<file path="src/source/mem_subsys_pkg.sv">
package mem_subsys_pkg;

    // byte address on the generic bus
    typedef logic [31:0] addr_t;

    // one bus word, four byte lanes
    typedef logic [31:0] word_t;

    // instruction fetch request
    // always a full-word read, so only the address travels
    typedef struct packed {
        addr_t addr;
    } fetch_req_t;

    // data request from the dcache port
    // 69 bits in total
    typedef struct packed {
        // target byte address
        addr_t      addr;
        // write data, ignored on reads
        word_t      wdata;
        // lane 0 is bits 7:0
        logic [3:0] byte_en;
        // set for a write
        logic       wen;
    } data_req_t;

    // response back to a front-side port
    // shared shape for fetch and data replies
    typedef struct packed {
        // read data, undefined after a write
        word_t rdata;
        // bus reported an error for this access
        logic  error;
    } mem_resp_t;

endpackage

</file>
<file path="src/source/port_arbiter.sv">
`timescale 1ns/1ps

module port_arbiter #(
    parameter int  NUM_PORTS = 2,
    parameter int  CREDITS   = 2,
    parameter type payload_t = logic [31:0]
) (
    input  logic                                              CLK,
    input  logic                                              rst,
    // front side, requester only sends while holding a credit
    input  logic [NUM_PORTS-1:0]                              in_valid,
    input  payload_t                                          in_payload [NUM_PORTS],
    output logic [NUM_PORTS-1:0]                              credit,
    // towards the memory controller
    output logic                                              out_valid,
    output payload_t                                          out_payload,
    output logic [(NUM_PORTS > 1 ? $clog2(NUM_PORTS) : 1)-1:0] out_port,
    input  logic                                              out_ready
);
    localparam int PORT_W = (NUM_PORTS > 1) ? $clog2(NUM_PORTS) : 1;
    localparam int PTR_W  = (CREDITS > 1) ? $clog2(CREDITS) : 1;
    localparam int CNT_W  = $clog2(CREDITS + 1);

    // one circular buffer per port, depth equals the credit count
    payload_t          slots  [NUM_PORTS][CREDITS];
    logic [PTR_W-1:0]  wr_ptr [NUM_PORTS];
    logic [PTR_W-1:0]  rd_ptr [NUM_PORTS];
    logic [CNT_W-1:0]  count  [NUM_PORTS];
    logic [NUM_PORTS-1:0] not_empty;
    logic [NUM_PORTS-1:0] pop;

    // round-robin state
    logic [PORT_W-1:0] last_port;
    logic [PORT_W-1:0] held_port;
    logic              locked;
    logic [PORT_W-1:0] pick;
    logic              pick_valid;
    logic              xfer;

    function automatic logic [PTR_W-1:0] next_ptr(input logic [PTR_W-1:0] ptr);
        // wrap at the last slot
        if (ptr == PTR_W'(CREDITS - 1)) begin
            return '0;
        end
        return ptr + 1'b1;
    endfunction

    assign xfer = out_valid && out_ready;

    for (genvar p = 0; p < NUM_PORTS; p++) begin : g_port
        assign not_empty[p] = (count[p] != '0);
        // entry leaves only when this port is the offered one
        assign pop[p] = xfer && (pick == PORT_W'(p));

        // requester must never send without a free slot
        a_no_overflow: assert property (@(posedge CLK) disable iff (rst)
            in_valid[p] |-> (count[p] != CNT_W'(CREDITS)));
    end

    // payload storage
    always_ff @(posedge CLK) begin
        for (int p = 0; p < NUM_PORTS; p++) begin
            if (in_valid[p]) begin
                slots[p][wr_ptr[p]] <= in_payload[p];
            end
        end
    end

    // pointers, fill level and credit return
    always_ff @(posedge CLK) begin
        if (rst) begin
            for (int p = 0; p < NUM_PORTS; p++) begin
                wr_ptr[p] <= '0;
                rd_ptr[p] <= '0;
                count[p]  <= '0;
            end
            credit <= '0;
        end else begin
            for (int p = 0; p < NUM_PORTS; p++) begin
                if (in_valid[p]) begin
                    wr_ptr[p] <= next_ptr(wr_ptr[p]);
                end
                if (pop[p]) begin
                    rd_ptr[p] <= next_ptr(rd_ptr[p]);
                end
                count[p] <= count[p] + CNT_W'(in_valid[p]) - CNT_W'(pop[p]);
            end
            // credit pulse one cycle after the entry leaves
            credit <= pop;
        end
    end

    // search starts after the last port served
    // a stalled offer stays locked until it transfers
    always_comb begin
        int idx;
        idx        = 0;
        pick       = held_port;
        pick_valid = locked;
        if (!locked) begin
            for (int i = 1; i <= NUM_PORTS; i++) begin
                idx = int'(last_port) + i;
                if (idx >= NUM_PORTS) begin
                    idx = idx - NUM_PORTS;
                end
                if (!pick_valid && not_empty[idx]) begin
                    pick       = PORT_W'(idx);
                    pick_valid = 1'b1;
                end
            end
        end
    end

    always_ff @(posedge CLK) begin
        if (rst) begin
            locked    <= 1'b0;
            held_port <= '0;
            // port 0 gets the first turn
            last_port <= PORT_W'(NUM_PORTS - 1);
        end else if (xfer) begin
            locked    <= 1'b0;
            last_port <= pick;
        end else if (out_valid) begin
            locked    <= 1'b1;
            held_port <= pick;
        end
    end

    assign out_valid   = pick_valid;
    assign out_port    = pick;
    // oldest entry of the chosen port
    assign out_payload = slots[pick][rd_ptr[pick]];

    // offer holds while the controller stalls
    a_offer_stable: assert property (@(posedge CLK) disable iff (rst)
        out_valid && !out_ready |=> out_valid && $stable(out_payload) && $stable(out_port));

endmodule

</file>
<file path="src/source/memory_controller.sv">
`timescale 1ns/1ps

module memory_controller #(
    parameter int NUM_HARTS = 2
) (
    input  logic                                              CLK,
    input  logic                                              rst,
    // fetch arbiter winner
    input  logic                                              fetch_valid,
    input  mem_subsys_pkg::fetch_req_t                        fetch_payload,
    input  logic [(NUM_HARTS > 1 ? $clog2(NUM_HARTS) : 1)-1:0] fetch_port,
    output logic                                              fetch_ready,
    // data arbiter winner
    input  logic                                              data_valid,
    input  mem_subsys_pkg::data_req_t                         data_payload,
    input  logic [(NUM_HARTS > 1 ? $clog2(NUM_HARTS) : 1)-1:0] data_port,
    output logic                                              data_ready,
    // towards the bus master
    output logic                                              issue_valid,
    output mem_subsys_pkg::addr_t                             issue_addr,
    output mem_subsys_pkg::word_t                             issue_wdata,
    output logic [3:0]                                        issue_byte_en,
    output logic                                              issue_wen,
    input  logic                                              done,
    input  mem_subsys_pkg::mem_resp_t                         result,
    // responses back to the ports
    output logic [NUM_HARTS-1:0]                              fetch_resp_valid,
    output logic [NUM_HARTS-1:0]                              data_resp_valid,
    output mem_subsys_pkg::mem_resp_t                         fetch_resp,
    output mem_subsys_pkg::mem_resp_t                         data_resp
);
    localparam int PORT_W = (NUM_HARTS > 1) ? $clog2(NUM_HARTS) : 1;

    // transaction outstanding at the bus master
    logic              open;
    logic              open_data;
    logic [PORT_W-1:0] open_port;
    // kind of the last accepted winner, set means data
    logic              served_data;
    logic              take_fetch;
    logic              take_data;

    // one winner per idle slot, the kind not served last wins a tie
    assign fetch_ready = !open && fetch_valid && (!data_valid || served_data);
    assign data_ready  = !open && data_valid && (!fetch_valid || !served_data);
    assign take_fetch  = fetch_valid && fetch_ready;
    assign take_data   = data_valid && data_ready;
    assign issue_valid = take_fetch || take_data;

    always_comb begin
        if (take_data) begin
            issue_addr    = data_payload.addr;
            issue_wdata   = data_payload.wdata;
            issue_byte_en = data_payload.byte_en;
            issue_wen     = data_payload.wen;
        end else begin
            // fetch is a full-word read
            issue_addr    = fetch_payload.addr;
            issue_wdata   = '0;
            issue_byte_en = 4'hf;
            issue_wen     = 1'b0;
        end
    end

    always_ff @(posedge CLK) begin
        if (rst) begin
            open        <= 1'b0;
            open_data   <= 1'b0;
            open_port   <= '0;
            // fetch takes the first tie
            served_data <= 1'b1;
        end else if (issue_valid) begin
            open        <= 1'b1;
            open_data   <= take_data;
            open_port   <= take_data ? data_port : fetch_port;
            served_data <= take_data;
        end else if (done) begin
            open <= 1'b0;
        end
    end

    // route done to the port that asked
    always_comb begin
        fetch_resp_valid = '0;
        data_resp_valid  = '0;
        if (done) begin
            if (open_data) begin
                data_resp_valid[open_port] = 1'b1;
            end else begin
                fetch_resp_valid[open_port] = 1'b1;
            end
        end
    end

    assign fetch_resp = result;
    assign data_resp  = result;

    // bus master only answers what was issued
    a_done_open: assert property (@(posedge CLK) disable iff (rst) done |-> open);

    a_one_ready: assert property (@(posedge CLK) disable iff (rst)
        !(fetch_ready && data_ready));

endmodule

</file>
<file path="src/source/generic_bus_master.sv">
`timescale 1ns/1ps

module generic_bus_master (
    input  logic                      CLK,
    input  logic                      rst,
    // one request at a time from the controller
    input  logic                      issue_valid,
    input  mem_subsys_pkg::addr_t     issue_addr,
    input  mem_subsys_pkg::word_t     issue_wdata,
    input  logic [3:0]                issue_byte_en,
    input  logic                      issue_wen,
    output logic                      done,
    output mem_subsys_pkg::mem_resp_t result,
    // generic bus
    output mem_subsys_pkg::addr_t     bus_addr,
    output mem_subsys_pkg::word_t     bus_wdata,
    output logic                      bus_ren,
    output logic                      bus_wen,
    output logic [3:0]                bus_byte_en,
    input  mem_subsys_pkg::word_t     bus_rdata,
    input  logic                      bus_busy,
    input  logic                      bus_error
);
    // registered copy of the request on the bus
    mem_subsys_pkg::data_req_t req_q;
    logic                      held;
    logic                      finish;

    assign held   = bus_ren || bus_wen;
    // completing cycle, strobe up and busy low
    assign finish = held && !bus_busy;

    always_ff @(posedge CLK) begin
        if (issue_valid) begin
            req_q <= '{addr: issue_addr, wdata: issue_wdata,
                       byte_en: issue_byte_en, wen: issue_wen};
        end
        if (finish) begin
            result <= '{rdata: bus_rdata, error: bus_error};
        end
    end

    always_ff @(posedge CLK) begin
        if (rst) begin
            bus_ren <= 1'b0;
            bus_wen <= 1'b0;
            done    <= 1'b0;
        end else begin
            done <= finish;
            if (issue_valid) begin
                bus_ren <= !issue_wen;
                bus_wen <= issue_wen;
            end else if (finish) begin
                bus_ren <= 1'b0;
                bus_wen <= 1'b0;
            end
        end
    end

    assign bus_addr    = req_q.addr;
    assign bus_wdata   = req_q.wdata;
    assign bus_byte_en = req_q.byte_en;

    // slave may sample the address late
    a_addr_hold: assert property (@(posedge CLK) disable iff (rst)
        held && bus_busy |=> $stable(bus_addr));

endmodule

</file>
<file path="src/source/multicore_mem_top.sv">
`timescale 1ns/1ps

module multicore_mem_top #(
    parameter int NUM_HARTS = 2,
    parameter int CREDITS   = 2
) (
    input  logic                       CLK,
    input  logic                       rst,
    // icache ports, one per hart
    input  logic [NUM_HARTS-1:0]       fetch_req_valid,
    input  mem_subsys_pkg::fetch_req_t fetch_req [NUM_HARTS],
    output logic [NUM_HARTS-1:0]       fetch_credit,
    output logic [NUM_HARTS-1:0]       fetch_resp_valid,
    output mem_subsys_pkg::mem_resp_t  fetch_resp,
    // dcache ports, one per hart
    input  logic [NUM_HARTS-1:0]       data_req_valid,
    input  mem_subsys_pkg::data_req_t  data_req [NUM_HARTS],
    output logic [NUM_HARTS-1:0]       data_credit,
    output logic [NUM_HARTS-1:0]       data_resp_valid,
    output mem_subsys_pkg::mem_resp_t  data_resp,
    // generic bus towards memory
    output mem_subsys_pkg::addr_t      bus_addr,
    output mem_subsys_pkg::word_t      bus_wdata,
    output logic                       bus_ren,
    output logic                       bus_wen,
    output logic [3:0]                 bus_byte_en,
    input  mem_subsys_pkg::word_t      bus_rdata,
    input  logic                       bus_busy,
    input  logic                       bus_error
);
    localparam int PORT_W = (NUM_HARTS > 1) ? $clog2(NUM_HARTS) : 1;

    // fetch arbiter to controller
    logic                       fetch_valid;
    logic                       fetch_ready;
    mem_subsys_pkg::fetch_req_t fetch_payload;
    logic [PORT_W-1:0]          fetch_port;

    // data arbiter to controller
    logic                       data_valid;
    logic                       data_ready;
    mem_subsys_pkg::data_req_t  data_payload;
    logic [PORT_W-1:0]          data_port;

    // controller to bus master
    logic                       issue_valid;
    mem_subsys_pkg::addr_t      issue_addr;
    mem_subsys_pkg::word_t      issue_wdata;
    logic [3:0]                 issue_byte_en;
    logic                       issue_wen;
    logic                       done;
    mem_subsys_pkg::mem_resp_t  result;

    port_arbiter #(
        .NUM_PORTS(NUM_HARTS),
        .CREDITS(CREDITS),
        .payload_t(mem_subsys_pkg::fetch_req_t)
    ) fetch_arb (
        .CLK(CLK),
        .rst(rst),
        .in_valid(fetch_req_valid),
        .in_payload(fetch_req),
        .credit(fetch_credit),
        .out_valid(fetch_valid),
        .out_payload(fetch_payload),
        .out_port(fetch_port),
        .out_ready(fetch_ready)
    );

    port_arbiter #(
        .NUM_PORTS(NUM_HARTS),
        .CREDITS(CREDITS),
        .payload_t(mem_subsys_pkg::data_req_t)
    ) data_arb (
        .CLK(CLK),
        .rst(rst),
        .in_valid(data_req_valid),
        .in_payload(data_req),
        .credit(data_credit),
        .out_valid(data_valid),
        .out_payload(data_payload),
        .out_port(data_port),
        .out_ready(data_ready)
    );

    memory_controller #(
        .NUM_HARTS(NUM_HARTS)
    ) mc (
        .CLK(CLK),
        .rst(rst),
        .fetch_valid(fetch_valid),
        .fetch_payload(fetch_payload),
        .fetch_port(fetch_port),
        .fetch_ready(fetch_ready),
        .data_valid(data_valid),
        .data_payload(data_payload),
        .data_port(data_port),
        .data_ready(data_ready),
        .issue_valid(issue_valid),
        .issue_addr(issue_addr),
        .issue_wdata(issue_wdata),
        .issue_byte_en(issue_byte_en),
        .issue_wen(issue_wen),
        .done(done),
        .result(result),
        .fetch_resp_valid(fetch_resp_valid),
        .data_resp_valid(data_resp_valid),
        .fetch_resp(fetch_resp),
        .data_resp(data_resp)
    );

    generic_bus_master bm (
        .CLK(CLK),
        .rst(rst),
        .issue_valid(issue_valid),
        .issue_addr(issue_addr),
        .issue_wdata(issue_wdata),
        .issue_byte_en(issue_byte_en),
        .issue_wen(issue_wen),
        .done(done),
        .result(result),
        .bus_addr(bus_addr),
        .bus_wdata(bus_wdata),
        .bus_ren(bus_ren),
        .bus_wen(bus_wen),
        .bus_byte_en(bus_byte_en),
        .bus_rdata(bus_rdata),
        .bus_busy(bus_busy),
        .bus_error(bus_error)
    );

endmodule

</file>
<file path="config.mk">
export PLATFORM = sky130hd
export DESIGN_NAME = multicore_mem_top
export DESIGN_NICKNAME = d
export VERILOG_FILES = /design/src/source/mem_subsys_pkg.sv /design/src/source/port_arbiter.sv /design/src/source/memory_controller.sv /design/src/source/generic_bus_master.sv /design/src/source/multicore_mem_top.sv
export SDC_FILE = /design/constraint.sdc
export NUM_CORES = 1
export LEC_CHECK = 0
export BUFFER_PORTS_ARGS = -buffer_cell sky130_fd_sc_hd__buf_2
export CAP_MARGIN = 20
export CORE_MARGIN = 4
export CORE_UTILIZATION = 60
export DETAILED_ROUTE_END_ITERATION = 8
export HOLD_SLACK_MARGIN = 0.06
export PLACE_DENSITY = 0.85
export SYNTH_ARGS = -nofsm -noshare
export SYNTH_HDL_FRONTEND = slang
export SYNTH_HIERARCHICAL = 1
export SYNTH_SLANG_ARGS = --single-unit
</file>
<file path="constraint.sdc">
create_clock -name CLK -period 5.95 [get_ports CLK]
set_input_delay 0 -clock CLK [delete_from_list [all_inputs] [get_ports CLK]]
set_output_delay 0 -clock CLK [all_outputs]
set_load 0.1 [all_outputs]
</file>
* Yosys cells after proc, flatten, opt, wreduce, memory -nomap -nowiden
Memories as Yosys holds them, arrays and structs flattened. Index checks and enable logic that the tools add are counted.
Storage, ports and cells: output and inout port bits 144, flip-flop bits (word level) 118, memories 8, RAM bits 420
Memory list:
- data_arb.slots | depth 2, width 138, read ports 1, clocked after memory_dff 0, write ports 2, RTL line port_arbiter.sv:25 | payload_t slots [NUM_PORTS][CREDITS];
- fetch_arb.slots | depth 2, width 64, read ports 1, clocked after memory_dff 0, write ports 2, RTL line port_arbiter.sv:25
- data_arb.count | depth 2, width 2, read ports 2, clocked after memory_dff 0, write ports 2, RTL line port_arbiter.sv:28 | logic [CNT_W-1:0] count [NUM_PORTS];
- fetch_arb.count | depth 2, width 2, read ports 2, clocked after memory_dff 0, write ports 2, RTL line port_arbiter.sv:28
- data_arb.rd_ptr | depth 2, width 1, read ports 3, clocked after memory_dff 0, write ports 2, RTL line port_arbiter.sv:27 | logic [PTR_W-1:0] rd_ptr [NUM_PORTS];
- data_arb.wr_ptr | depth 2, width 1, read ports 2, clocked after memory_dff 0, write ports 2, RTL line port_arbiter.sv:26 | logic [PTR_W-1:0] wr_ptr [NUM_PORTS];
- +2 memories
Cells by class: add/sub/neg operators 24, magnitude comparators 20, bitwise gates (word level) 22, reductions and logical operators 44, mux-type cells 161
Operator list (count):
- $mux W32 | 14
- $mux W69 | 5
- $mux W138 | 2
- $demux W69 S1 | 2
- $ge A32 B3 Y1 const B | 4
- $lt A32 B3 Y1 const B | 4
- $mux W64 | 2
- $sub A32 B3 Y32 const B | 4
- $mux W1 | 125
- $demux W32 S1 | 2
- $logic_and A1 B1 Y1 | 20
- $mux W2 | 8
- $ge A2 B2 Y1 const B | 6
- $not A1 Y2 | 6
- $or A1 B1 Y1 | 12
- $reduce_bool A2 Y1 | 6
- $logic_not A1 Y1 | 10
- $add A1 B1 Y1 const B | 8
- $add A2 B1 Y2 | 4
- $lt A2 B1 Y1 const B | 4
- $sub A2 B1 Y2 | 4
- $add A1 B2 Y3 const B | 2
- $add A1 B1 Y2 const B | 2
- $logic_or A1 B1 Y1 | 4
- other kinds (6) | 11

* Depth between registers and ports, before layout
Gate-level depths: netlist of the first run.
depth after elaboration 25, gate-level depth with buffers 15, depth with buffers taken out 13

* By module
Netlist of the first run, hierarchy kept.
Modules (own cells, without submodules):
- port_arbiter at data_arb | area each 11202.0 µm², instances 1, cells an instance 576, seq. area each 8588.2 µm²
- port_arbiter at fetch_arb | area each 5516.5 µm², instances 1, cells an instance 299, seq. area each 4144.0 µm²
- generic_bus_master | area each 3140.5 µm², instances 1, cells an instance 113, seq. area each 3093.0 µm²
- memory_controller | area each 1500.2 µm², instances 1, cells an instance 171, seq. area each 80.1 µm²

* Least setup slack after synthesis of the first run
OpenSTA, ideal clock, no wires.
kind reg2reg, start point mem data_arb/wr_ptr[0][0] in the netlist's numbering, end point mem data_arb/slots[0][100] in the netlist's numbering, enable pin, library setup time 0.504 ns, cell stages (with the launch flop) 2, data required time 5.446 ns, slack 1.984 ns, buffers on the path 0, arrival 3.462 ns, clock period less this slack 3.966 ns, cell sequence edfxtp_1 nor2b_1
RTL lines (RTL line):
- from (decl) | port_arbiter.sv:26
- to (decl) | port_arbiter.sv:25

==> results.toml, run 1 <==
[flow_run]
max-cap-violations = 0

[detailed_routing]
top_layer = "met5"
route.met2.wl_microns = 29500
route.detailed.drc = 0
route.detailed.wl_per_inst_microns = 24.92
routed_met3_length_microns = 4279
route.detailed.vias_per_inst = 5.646
remaining_antenna_violation_count = 0
drtPass1Iterations = 5
dr_total_vias = 12700
drt_iter0_markers = 781
route.final.wire_length_microns = 56040
route.layer.met1.wl_microns = 19550

[cells_and_area]
design.final.nets = 1994
final_area_sq_mm = 0.02731
layout-area-overhead-vs-synth_pct = 27.85
final_layout_size_suffix_gt1_share_pct = 29.98
layout.core_utilization_pct = 78.48
final_cell_count_no_fill = 2249

[clock_tree]
cts_buffers = 51
htreeDepth = 2
cts.repair_timing.setup_buffer_count = 0
tritoncts_clock_tree = "built"
cts_repair_resize_count = 0
cts_max_path_buffers = 3
clock_latency_ns = 0.60
clk_pin_slew_ns = 0.07
clock_sinks = 538
root_buffer = "sky130_fd_sc_hd__clkbuf_16"

[synthesis]
synthArstFlopShare_pct = 0
syn_area_per_cell_sq_um = 18.43
synthTopCellsByArea = "sky130_fd_sc_hd__edfxtp_1 (72%), sky130_fd_sc_hd__mux2i_1 (14%), sky130_fd_sc_hd__dfxtp_1 (2.3%)"
synth_enable_flop_cells = 513
syn-instance-count = 1159
synth_top_area_share_pct = 72.12
yosys.cell_count.top_type = "sky130_fd_sc_hd__edfxtp_1"
synth_nets = 1407
synth_cell_type_count = 53
synth_seq_cells = 538
synth-seq-area-share_pct = 74.47
synth-main-ff-cell = "sky130_fd_sc_hd__edfxtp_1"
yosysTopAreaCell = "sky130_fd_sc_hd__edfxtp_1"
post_synth_instance_area_sq_mm = 0.02136
ys_warn_count = 6
synth_common_cells = "sky130_fd_sc_hd__edfxtp_1 (513), sky130_fd_sc_hd__mux2i_1 (304), sky130_fd_sc_hd__buf_4 (66)"

[global_routing]
grt_start_max_net_pins = 70
grt_antenna_before_repair = 9
grt_first_pass_wirelength_microns = 81650
grt_pass1_vias = 13730
grt.overflow.total = 0
grt.total_usage_pct = 28.14

[pwr]
sw_frac_of_total_pct = 42.18
power.density_mw_per_mm2 = 531.0
seqPwrFrac_pct = 35.8
static_leakage_power_nw = 10.73
clock_power_share_pct = 21.6
p_int_mw = 8.385
power_switching_mw = 6.116
irDropWorstVdd_v = 0.0005622
combPwrFrac_pct = 42.7

[setup_path]
startpoint_type = "flip-flop"
cp_data_required_time_ns = 6.38
worst_setup_path_end_kind = "flip-flop"
critical_path_peak_fanout = 38
slowest_library_cell_on_the_worst_path = "sky130_fd_sc_hd__buf_4"
timing.critical_path.arrival_ns = 4.00
crit_path_cell_trace = "nor2_1, o221a_2, nor2_4, buf_4, buf_4, nor2_1, ha_1, inv_1, ha_1, xor2_1, xnor2_1, nor2_1"
timing.critical_path.mode_cell = "sky130_fd_sc_hd__nor2_1"
setup.worst_path.class = "reg -> reg"
critical-path-max-stage-delay_ns = 0.74

[timing]
maxSlewViolCount = 0
hold_viol = 0
period_minus_slack_ns = 3.568
slew_headroom_pct = 20.93
unrepaired_setup_endpoints_after_global_routing = "false"
peak_clock_frequency_supported_by_timing_mhz = 280.3
fin_tns_setup_ns = 0
worst_setup_margin_ns = 2.382
worst_pin_slew_ns = 1.186
final_worst_path_cycle_share_pct = 59.97
clock-skew-final_ns = 0.02551
report.final.setup_viol = 0

[die]
die_area_sq_mm = 0.03868
floorplan.die.width_microns = 196.7
floorplan.rows = 68
coreArea_sq_mm = 0.03480
initial_util_pct = 61.38
num_io_pins = 386
die_extent_in_y_microns = 196.7

[placed_design]
preCtsSetupSlack_ns = 2.467
numPlacedInstances = 1903
routabilityCongestion = 0.7868
placement.io_buffers = 385
detailed_place_hpwl_microns = 30520
placed_area_sq_mm = 0.02321

[run_status]
status = "complete, no violations"

[min_path]
hold_path.class = "in -> reg"
==> per-layer routing <==
layer	global-route usage, %	up-vias
met5	0	-
met4	13.46	6
met3	6.120	153
met2	50.71	662
met1	32.00	6305
li1	-	5572
==> flip-flops by register name (all words and copies together), names as in the netlist, 2 cells and up <==
name,flops
data_arb/wr_ptr,2
fetch_arb/count,4
data_arb/rd_ptr,2
bm/bus_wdata,32
bm/result,33
data_arb/count,4
data_arb/credit,2
bm/bus_byte_en,4
fetch_arb/credit,2
data_arb/slots,276
fetch_arb/wr_ptr,2
fetch_arb/slots,128
bm/bus_addr,32
fetch_arb/rd_ptr,2
==> cell type report <==
| class | instances | area, sq um |
|---|---|---|
| multi-input combinational | 499 | 4659 |
| antenna | 6 | 15.01 |
| timing repair buffer | 644 | 4532 |
| clock inverter | 34 | 269.0 |
| clock buffer | 61 | 1314 |
| sequential | 538 | 15910 |
| tap | 455 | 569.3 |
| fill | 1798 | 7490 |
| inverter | 12 | 45.04 |
==> logic make-up (layout without fill, tap and decap cells) <==
family / count (synthesis) / after routing / synth area share (%)
AOI/OAI and AO/OA: 37 / 37 / 1.371
buffers and inverters: 122 / 751 / 3.942
DFF: 538 / 538 / 74.47
other: 0 / 6 / 0
xor gates and xnor gates: 7 / 7 / 0.2870
adders and majority gates: 6 / 6 / 0.3515
and+or+nand+nor: 112 / 112 / 3.105
muxes: 337 / 337 / 16.48
==> final timing paths <==
check | start | to | slack, ns | cells after the start
max reg2reg | data_arb/count[0][2] | data_arb/count[0][1] | 2.38 | 12
min | data_req[42] | data_arb/slots[1][42] | 0.13 | 2
max | data_arb/count[0][2] | data_arb/count[0][1] | 2.38 | 12
min reg2reg | fetch_arb/held_port | fetch_arb/held_port | 0.50 | 2
==> timing repair <==
action                                  in CTS  in global routing
hold endpoints to repair                   499                  0
hold buffers                               241                  0
endpoints found under the setup margin       0                  0
==> per-stage QoR <==
stage	hold WS, ns	power [mW]
2_1_floorplan	0.06907	10.23
3_3_place_gp	0.1781	11.02
3_5_place_dp	0.1784	11.16
4_1_cts	0.1117	14.37
5_1_grt	0.1172	14.96
6_report	0.1257	14.50
==> cells in the final DEF (no fill, tap or decap), types with 3 or more instances in the layout <==
| master | n |
|---|---|
| sky130_fd_sc_hd__o21ai_0 | 4 |
| sky130_fd_sc_hd__xor2_1 | 4 |
| sky130_fd_sc_hd__nor3_1 | 11 |
| sky130_fd_sc_hd__xnor2_1 | 3 |
| sky130_fd_sc_hd__clkinv_2 | 13 |
| sky130_fd_sc_hd__mux2_2 | 4 |
| sky130_fd_sc_hd__buf_12 | 3 |
| sky130_fd_sc_hd__o21bai_1 | 5 |
| sky130_fd_sc_hd__and2_1 | 33 |
| sky130_fd_sc_hd__edfxtp_1 | 513 |
| sky130_fd_sc_hd__nor2b_4 | 4 |
| sky130_fd_sc_hd__nor2_1 | 19 |
| sky130_fd_sc_hd__buf_2 | 385 |
| sky130_fd_sc_hd__diode_2 | 6 |
| sky130_fd_sc_hd__a21oi_1 | 8 |
| sky130_fd_sc_hd__clkinv_1 | 14 |
| sky130_fd_sc_hd__mux2i_1 | 304 |
| sky130_fd_sc_hd__bufinv_16 | 3 |
| sky130_fd_sc_hd__dlygate4sd3_1 | 241 |
| sky130_fd_sc_hd__nor3b_1 | 3 |
| sky130_fd_sc_hd__clkbuf_16 | 51 |
| sky130_fd_sc_hd__nand2_1 | 4 |
| sky130_fd_sc_hd__buf_4 | 14 |
| sky130_fd_sc_hd__or2_2 | 6 |
| sky130_fd_sc_hd__dfxtp_1 | 25 |
| sky130_fd_sc_hd__nor2b_1 | 8 |
| sky130_fd_sc_hd__nand2b_1 | 7 |
| sky130_fd_sc_hd__mux2_4 | 28 |
| sky130_fd_sc_hd__inv_1 | 11 |
| sky130_fd_sc_hd__clkbuf_1 | 10 |
| sky130_fd_sc_hd__ha_1 | 6 |
==> worst max-delay path, delay by kind of cell, from the launching register on <==
family	cells	cell delay [ns]
fa+ha+maj	2	0.46
simple gates	4	0.41
buf+inv	3	1.37
xor+xnor	2	0.34
flops	1	0.42
compound gates	1	0.30
==> power by group through the flow <==
stage / sequential [mW] / clock [mW] / combinational (mW)
5_1_grt: 5.22 / 3.34 / 6.40
3_5_place_dp: 5.21 / 0 / 5.94
3_3_place_gp: 5.19 / 0 / 5.84
2_1_floorplan: 6.90 / 0 / 3.33
4_1_cts: 5.15 / 3.12 / 6.10
6_report: 5.18 / 3.13 / 6.19
(Power assumes the default switching activity.)
==> run 2: changes to the inputs <==
CORE_UTILIZATION = 56   (was 60)
PLACE_DENSITY = 0.8   (was 0.85)
clock period = 3.6 ns   (was 5.95 ns; I/O delays follow)
==> run 2 against run 1 <==
Global-route usage fell by 2.8 points. Largest cell class unchanged. Non-clock buffer count rose by 7. Critical endpoint is now fetch_arb/count[0][1]. Highest routed layer is now met4. Sequential cell count did not move.
==> results.toml, run 2 (same netlist as run 1, synthesis figures left out) <==
[cells_and_area]
layout.core_utilization_pct = 73.27
largest_register_ff_count = 276
multi_input_comb_area_sq_mm = 0.004659
design.final.nets = 2002
mostFrequentLayoutCells = "sky130_fd_sc_hd__edfxtp_1 (513), sky130_fd_sc_hd__buf_2 (385), sky130_fd_sc_hd__mux2i_1 (304)"
final_layout_size_suffix_gt1_share_pct = 30.75
layout-area-overhead-vs-synth_pct = 29.21
layout_commonest_cell = "sky130_fd_sc_hd__edfxtp_1"
seq_area_sq_mm = 0.01591
fillCellCount = 2272
final_area_sq_mm = 0.02760

[die]
floorplan.die.width_microns = 203.3
num_io_pins = 386
die_extent_in_y_microns = 203.3
die_area_sq_mm = 0.04133
initial_util_pct = 56.71
floorplan.rows = 71
coreArea_sq_mm = 0.03767

[clock_tree]
clock_latency_ns = 0.59
cts_buffers = 52
hold_buffers = 242
tritoncts_clock_tree = "built"
cts.repair_timing.setup_buffer_count = 0
htreeDepth = 2
clk_pin_slew_ns = 0.06
clock_sinks = 538
cts_max_path_buffers = 3
root_buffer = "sky130_fd_sc_hd__clkbuf_16"
cts_repair_resize_count = 0

[pwr]
power.density_mw_per_mm2 = 876.1
static_leakage_power_nw = 10.84
irDropWorstVdd_v = 0.0008198

[placed_design]
detailed_place_hpwl_microns = 31120
placement.io_buffers = 385
placed_area_sq_mm = 0.02336
preCtsSetupSlack_ns = 0.4710
routabilityCongestion = 0.7923

[detailed_routing]
route.detailed.wl_per_inst_microns = 23.10
drt_iter0_markers = 849
route.detailed.drc = 0
route.final.wire_length_microns = 53510
drtPass1Iterations = 5
route.detailed.vias_per_inst = 5.373
dr_total_vias = 12440
remaining_antenna_violation_count = 0

[setup_path]
cp_num_buf_inv = 0
ff2ff_setup_slack_ns = 0.41
timing.critical_path.mode_cell = "sky130_fd_sc_hd__nor2b_1"
critical_path_peak_fanout = 10
cp_data_required_time_ns = 4.08
critical-path-top-delay-family = "simple AND/OR/NAND/NOR gates"
crit_path_cell_trace = "or4_4, nand2b_1, nor2b_1, nor2_1, o21ai_2, a21oi_1, xor2_1, ha_1, xnor2_1, nor2b_1, mux2_1"
slowest_library_cell_on_the_worst_path = "sky130_fd_sc_hd__or4_4"
startpoint_type = "flip-flop"
critical-path-max-stage-delay_ns = 0.58
worst_setup_path_end_kind = "flip-flop"
setup.worst_path.class = "reg -> reg"
timing.critical_path.arrival_ns = 3.68

[timing]
hold_viol = 0
worst_setup_margin_ns = 0.4059
slew_headroom_pct = 29.05
clock-skew-final_ns = 0.02140
worst_pin_slew_ns = 1.062
final_worst_path_cycle_share_pct = 88.73
report.final.setup_viol = 0
fin_tns_setup_ns = 0
maxSlewViolCount = 0
unrepaired_setup_endpoints_after_global_routing = "false"
period_minus_slack_ns = 3.194
hold_slack_ns = 0.1143
peak_clock_frequency_supported_by_timing_mhz = 313.1

[run_status]
status = "complete, no violations"

[global_routing]
grt_start_max_net_pins = 70
grt.total_usage_pct = 25.36
grt_antenna_before_repair = 9
grt_first_pass_wirelength_microns = 78800
grt.overflow.total = 0
grt_pass1_vias = 13400

[flow_run]
max-cap-violations = 0

[min_path]
hold_path.class = "in -> reg"
[run 2: routing by layer]
layer	vias up	GRT usage, %	share of wire (%)
met5	-	0	0
met4	0	10.86	3.8
met3	118	5.549	7.4
met2	595	44.62	51
met1	6132	30.33	38
li1	5599	-	-
[run 2: power by group]
part / internal (mW) / switching, mW
Combinational: 2.98 / 7.16
Sequential: 8.08 / 0.472
Clock: 3.19 / 2.30
Total: 14.2 / 9.93
[run 2: through the flow]
stage / total power, mW / std cells
global route: 25.06 / 2314
detailed placement: 18.50 / 1966
floorplan: 16.90 / 1159
CTS: 24.18 / 2303
global placement: 18.31 / 1966
finish: 24.18 / 2316
[run 2: final cells by class]
type / instances / share of cell area [%]
flip-flops and latches: 538 / 57.63
multi-input cells: 499 / 16.88
repair buffers: 651 / 16.67
clock buffers: 65 / 5.223
well taps: 511 / 2.317
clock inverters: 30 / 1.025
inverters: 12 / 0.1632
diodes: 10 / 0.09067
[run 2: path summary, 6_finish.rpt]
path / startpoint / to / cells past startpoint
worst max-delay path: data_arb/count[0][1] / fetch_arb/count[0][1] / 11
worst max register to register: data_arb/count[0][1] / fetch_arb/count[0][1] / 11
worst min-delay path: bus_rdata[21] / bm/result[22] / 2
worst min register to register: fetch_arb/held_port / fetch_arb/held_port / 2
==> run 3: changes to the inputs <==
BUFFER_PORTS_ARGS = -buffer_cell sky130_fd_sc_hd__clkbuf_2   (was -buffer_cell sky130_fd_sc_hd__buf_2)
==> run 3 against run 2 <==
Sequential share of layout area about the same. Utilization up 0.063 points. Critical path depth unchanged. Final cell count down 0.22%. Clock power up 4.0%. Combinational power about the same. Sequential cell count unchanged. First-iteration DRC count up 9.1%. Worst hold slack better by 0.0085 ns. Register-to-register slack better by 0.11 ns. Cell area about the same. Critical path type unchanged.
==> results.toml, run 3 (same netlist as run 1, synthesis figures left out) <==
[die]
die_area_sq_mm = 0.04133
initial_util_pct = 56.71
num_io_pins = 386
die_extent_in_y_microns = 203.3
coreArea_sq_mm = 0.03767
floorplan.die.width_microns = 203.3
floorplan.rows = 71

[detailed_routing]
drtPass1Iterations = 5
dr_total_vias = 12400
routed_met3_length_microns = 3779
route.detailed.vias_per_inst = 5.366
top_layer = "met5"
route.layer.met1.wl_microns = 20050
remaining_antenna_violation_count = 0
route.final.wire_length_microns = 53680
route.met2.wl_microns = 27580
route.detailed.wl_per_inst_microns = 23.23
drt_iter0_markers = 926
route.detailed.drc = 0

[timing]
slew_headroom_pct = 29.67
final_worst_path_cycle_share_pct = 85.73
period_minus_slack_ns = 3.086
peak_clock_frequency_supported_by_timing_mhz = 324.0
worst_setup_margin_ns = 0.5138
report.final.setup_viol = 0
maxSlewViolCount = 0
hold_slack_ns = 0.1228
worst_pin_slew_ns = 1.053
unrepaired_setup_endpoints_after_global_routing = "false"
hold_viol = 0
clock-skew-final_ns = 0.03267
fin_tns_setup_ns = 0

[clock_tree]
root_buffer = "sky130_fd_sc_hd__clkbuf_16"
tritoncts_clock_tree = "built"
clock_sinks = 538
clk_pin_slew_ns = 0.06
cts.repair_timing.setup_buffer_count = 0
htreeDepth = 2
cts_max_path_buffers = 3
clock_latency_ns = 0.60
cts_buffers = 52

[global_routing]
grt_pass1_vias = 13430
grt_antenna_before_repair = 9
grt_start_max_net_pins = 70
grt_first_pass_wirelength_microns = 80070
grt.total_usage_pct = 25.61
grt.overflow.total = 0

[cells_and_area]
fillCellCount = 2246
layout.core_utilization_pct = 73.33
largest_register_ff_count = 276
multi_input_comb_area_sq_mm = 0.004659
mostFrequentLayoutCells = "sky130_fd_sc_hd__edfxtp_1 (513), sky130_fd_sc_hd__clkbuf_2 (385), sky130_fd_sc_hd__mux2i_1 (304)"
design.final.nets = 2001
seq_area_sq_mm = 0.01591
final_layout_size_suffix_gt1_share_pct = 30.49
layout_commonest_cell = "sky130_fd_sc_hd__edfxtp_1"
layout-area-overhead-vs-synth_pct = 29.32

[placed_design]
routabilityCongestion = 0.7998
detailed_place_hpwl_microns = 31470
placement.io_buffers = 385
preCtsSetupSlack_ns = 0.5089

[min_path]
hold_path.class = "in -> reg"

[pwr]
irDropWorstVdd_v = 0.0009403
static_leakage_power_nw = 10.92
power.density_mw_per_mm2 = 884.1

[setup_path]
cp_data_required_time_ns = 4.08
critical_path_peak_fanout = 10
setup.worst_path.class = "reg -> reg"
timing.critical_path.arrival_ns = 3.57
startpoint_type = "flip-flop"
worst_setup_path_end_kind = "flip-flop"

[flow_run]
max-cap-violations = 0

[run_status]
status = "complete, no violations"
-- run 3: final timing paths --
path / depth (start not counted) / slack [ns] / endpoint / start
worst max-delay path: 11 / 0.51 / fetch_arb/count[0][1] / data_arb/count[0][0]
worst min-delay path: 2 / 0.12 / bm/result[1] / bus_rdata[0]
worst max register to register: 11 / 0.51 / fetch_arb/count[0][1] / data_arb/count[0][0]
worst min register to register: 2 / 0.50 / fetch_arb/held_port / fetch_arb/held_port
-- run 3: what timing repair did --
item | CTS | global route
hold buffers | 240 | 0
gates resized for setup | 0 | 0
endpoints found under the hold margin | 547 | 0
-- run 3: cell type report --
| type | instances | area share, % |
|---|---|---|
| Sequential cell | 538 | 57.58 |
| Multi-Input combinational cell | 499 | 16.87 |
| Timing Repair Buffer | 650 | 16.52 |
| Clock buffer | 69 | 5.395 |
| Tap cell | 511 | 2.315 |
| Clock inverter | 26 | 1.105 |
| Inverter | 12 | 0.1631 |
| Antenna cell | 6 | 0.05436 |
-- run 3: power by group --
| part | leakage [nW] | internal (mW) | total (mW) | switching (mW) |
|---|---|---|---|---|
| Clock | 0.876 | 3.40 | 5.71 | 2.31 |
| Combinational | 4.97 | 2.96 | 10.2 | 7.20 |
| Sequential | 5.07 | 8.08 | 8.56 | 0.474 |
-- run 3: metal layers --
layer,vias to the layer above,GRT usage (%)
li1,5577,-
met1,6108,31.39
met2,588,44.77
met3,124,5.025
met4,4,10.74
met5,-,0
-- run 3: per-stage QoR --
stage,std cells,power (mW),cell area (sq um)
floorplan,1159,16.90,21360
global placement,1969,18.31,23380
detailed placement,1969,18.51,23380
CTS,2304,24.37,27580
global route,2310,25.28,27620
finish,2311,24.42,27620
-- run 3: critical path, stage by stage (launching register included) --
cell and delay [ns]:
sky130_fd_sc_hd__dfxtp_1 0.34, sky130_fd_sc_hd__or4_4 0.59, sky130_fd_sc_hd__nand2b_1 0.29, sky130_fd_sc_hd__nor2b_1 0.20, sky130_fd_sc_hd__nor2_1 0.23, sky130_fd_sc_hd__o21ai_2 0.21, sky130_fd_sc_hd__a21oi_1 0.23, sky130_fd_sc_hd__xor2_1 0.20
sky130_fd_sc_hd__ha_1 0.19, sky130_fd_sc_hd__xnor2_1 0.07, sky130_fd_sc_hd__nor2b_1 0.13, sky130_fd_sc_hd__mux2_1 0.33
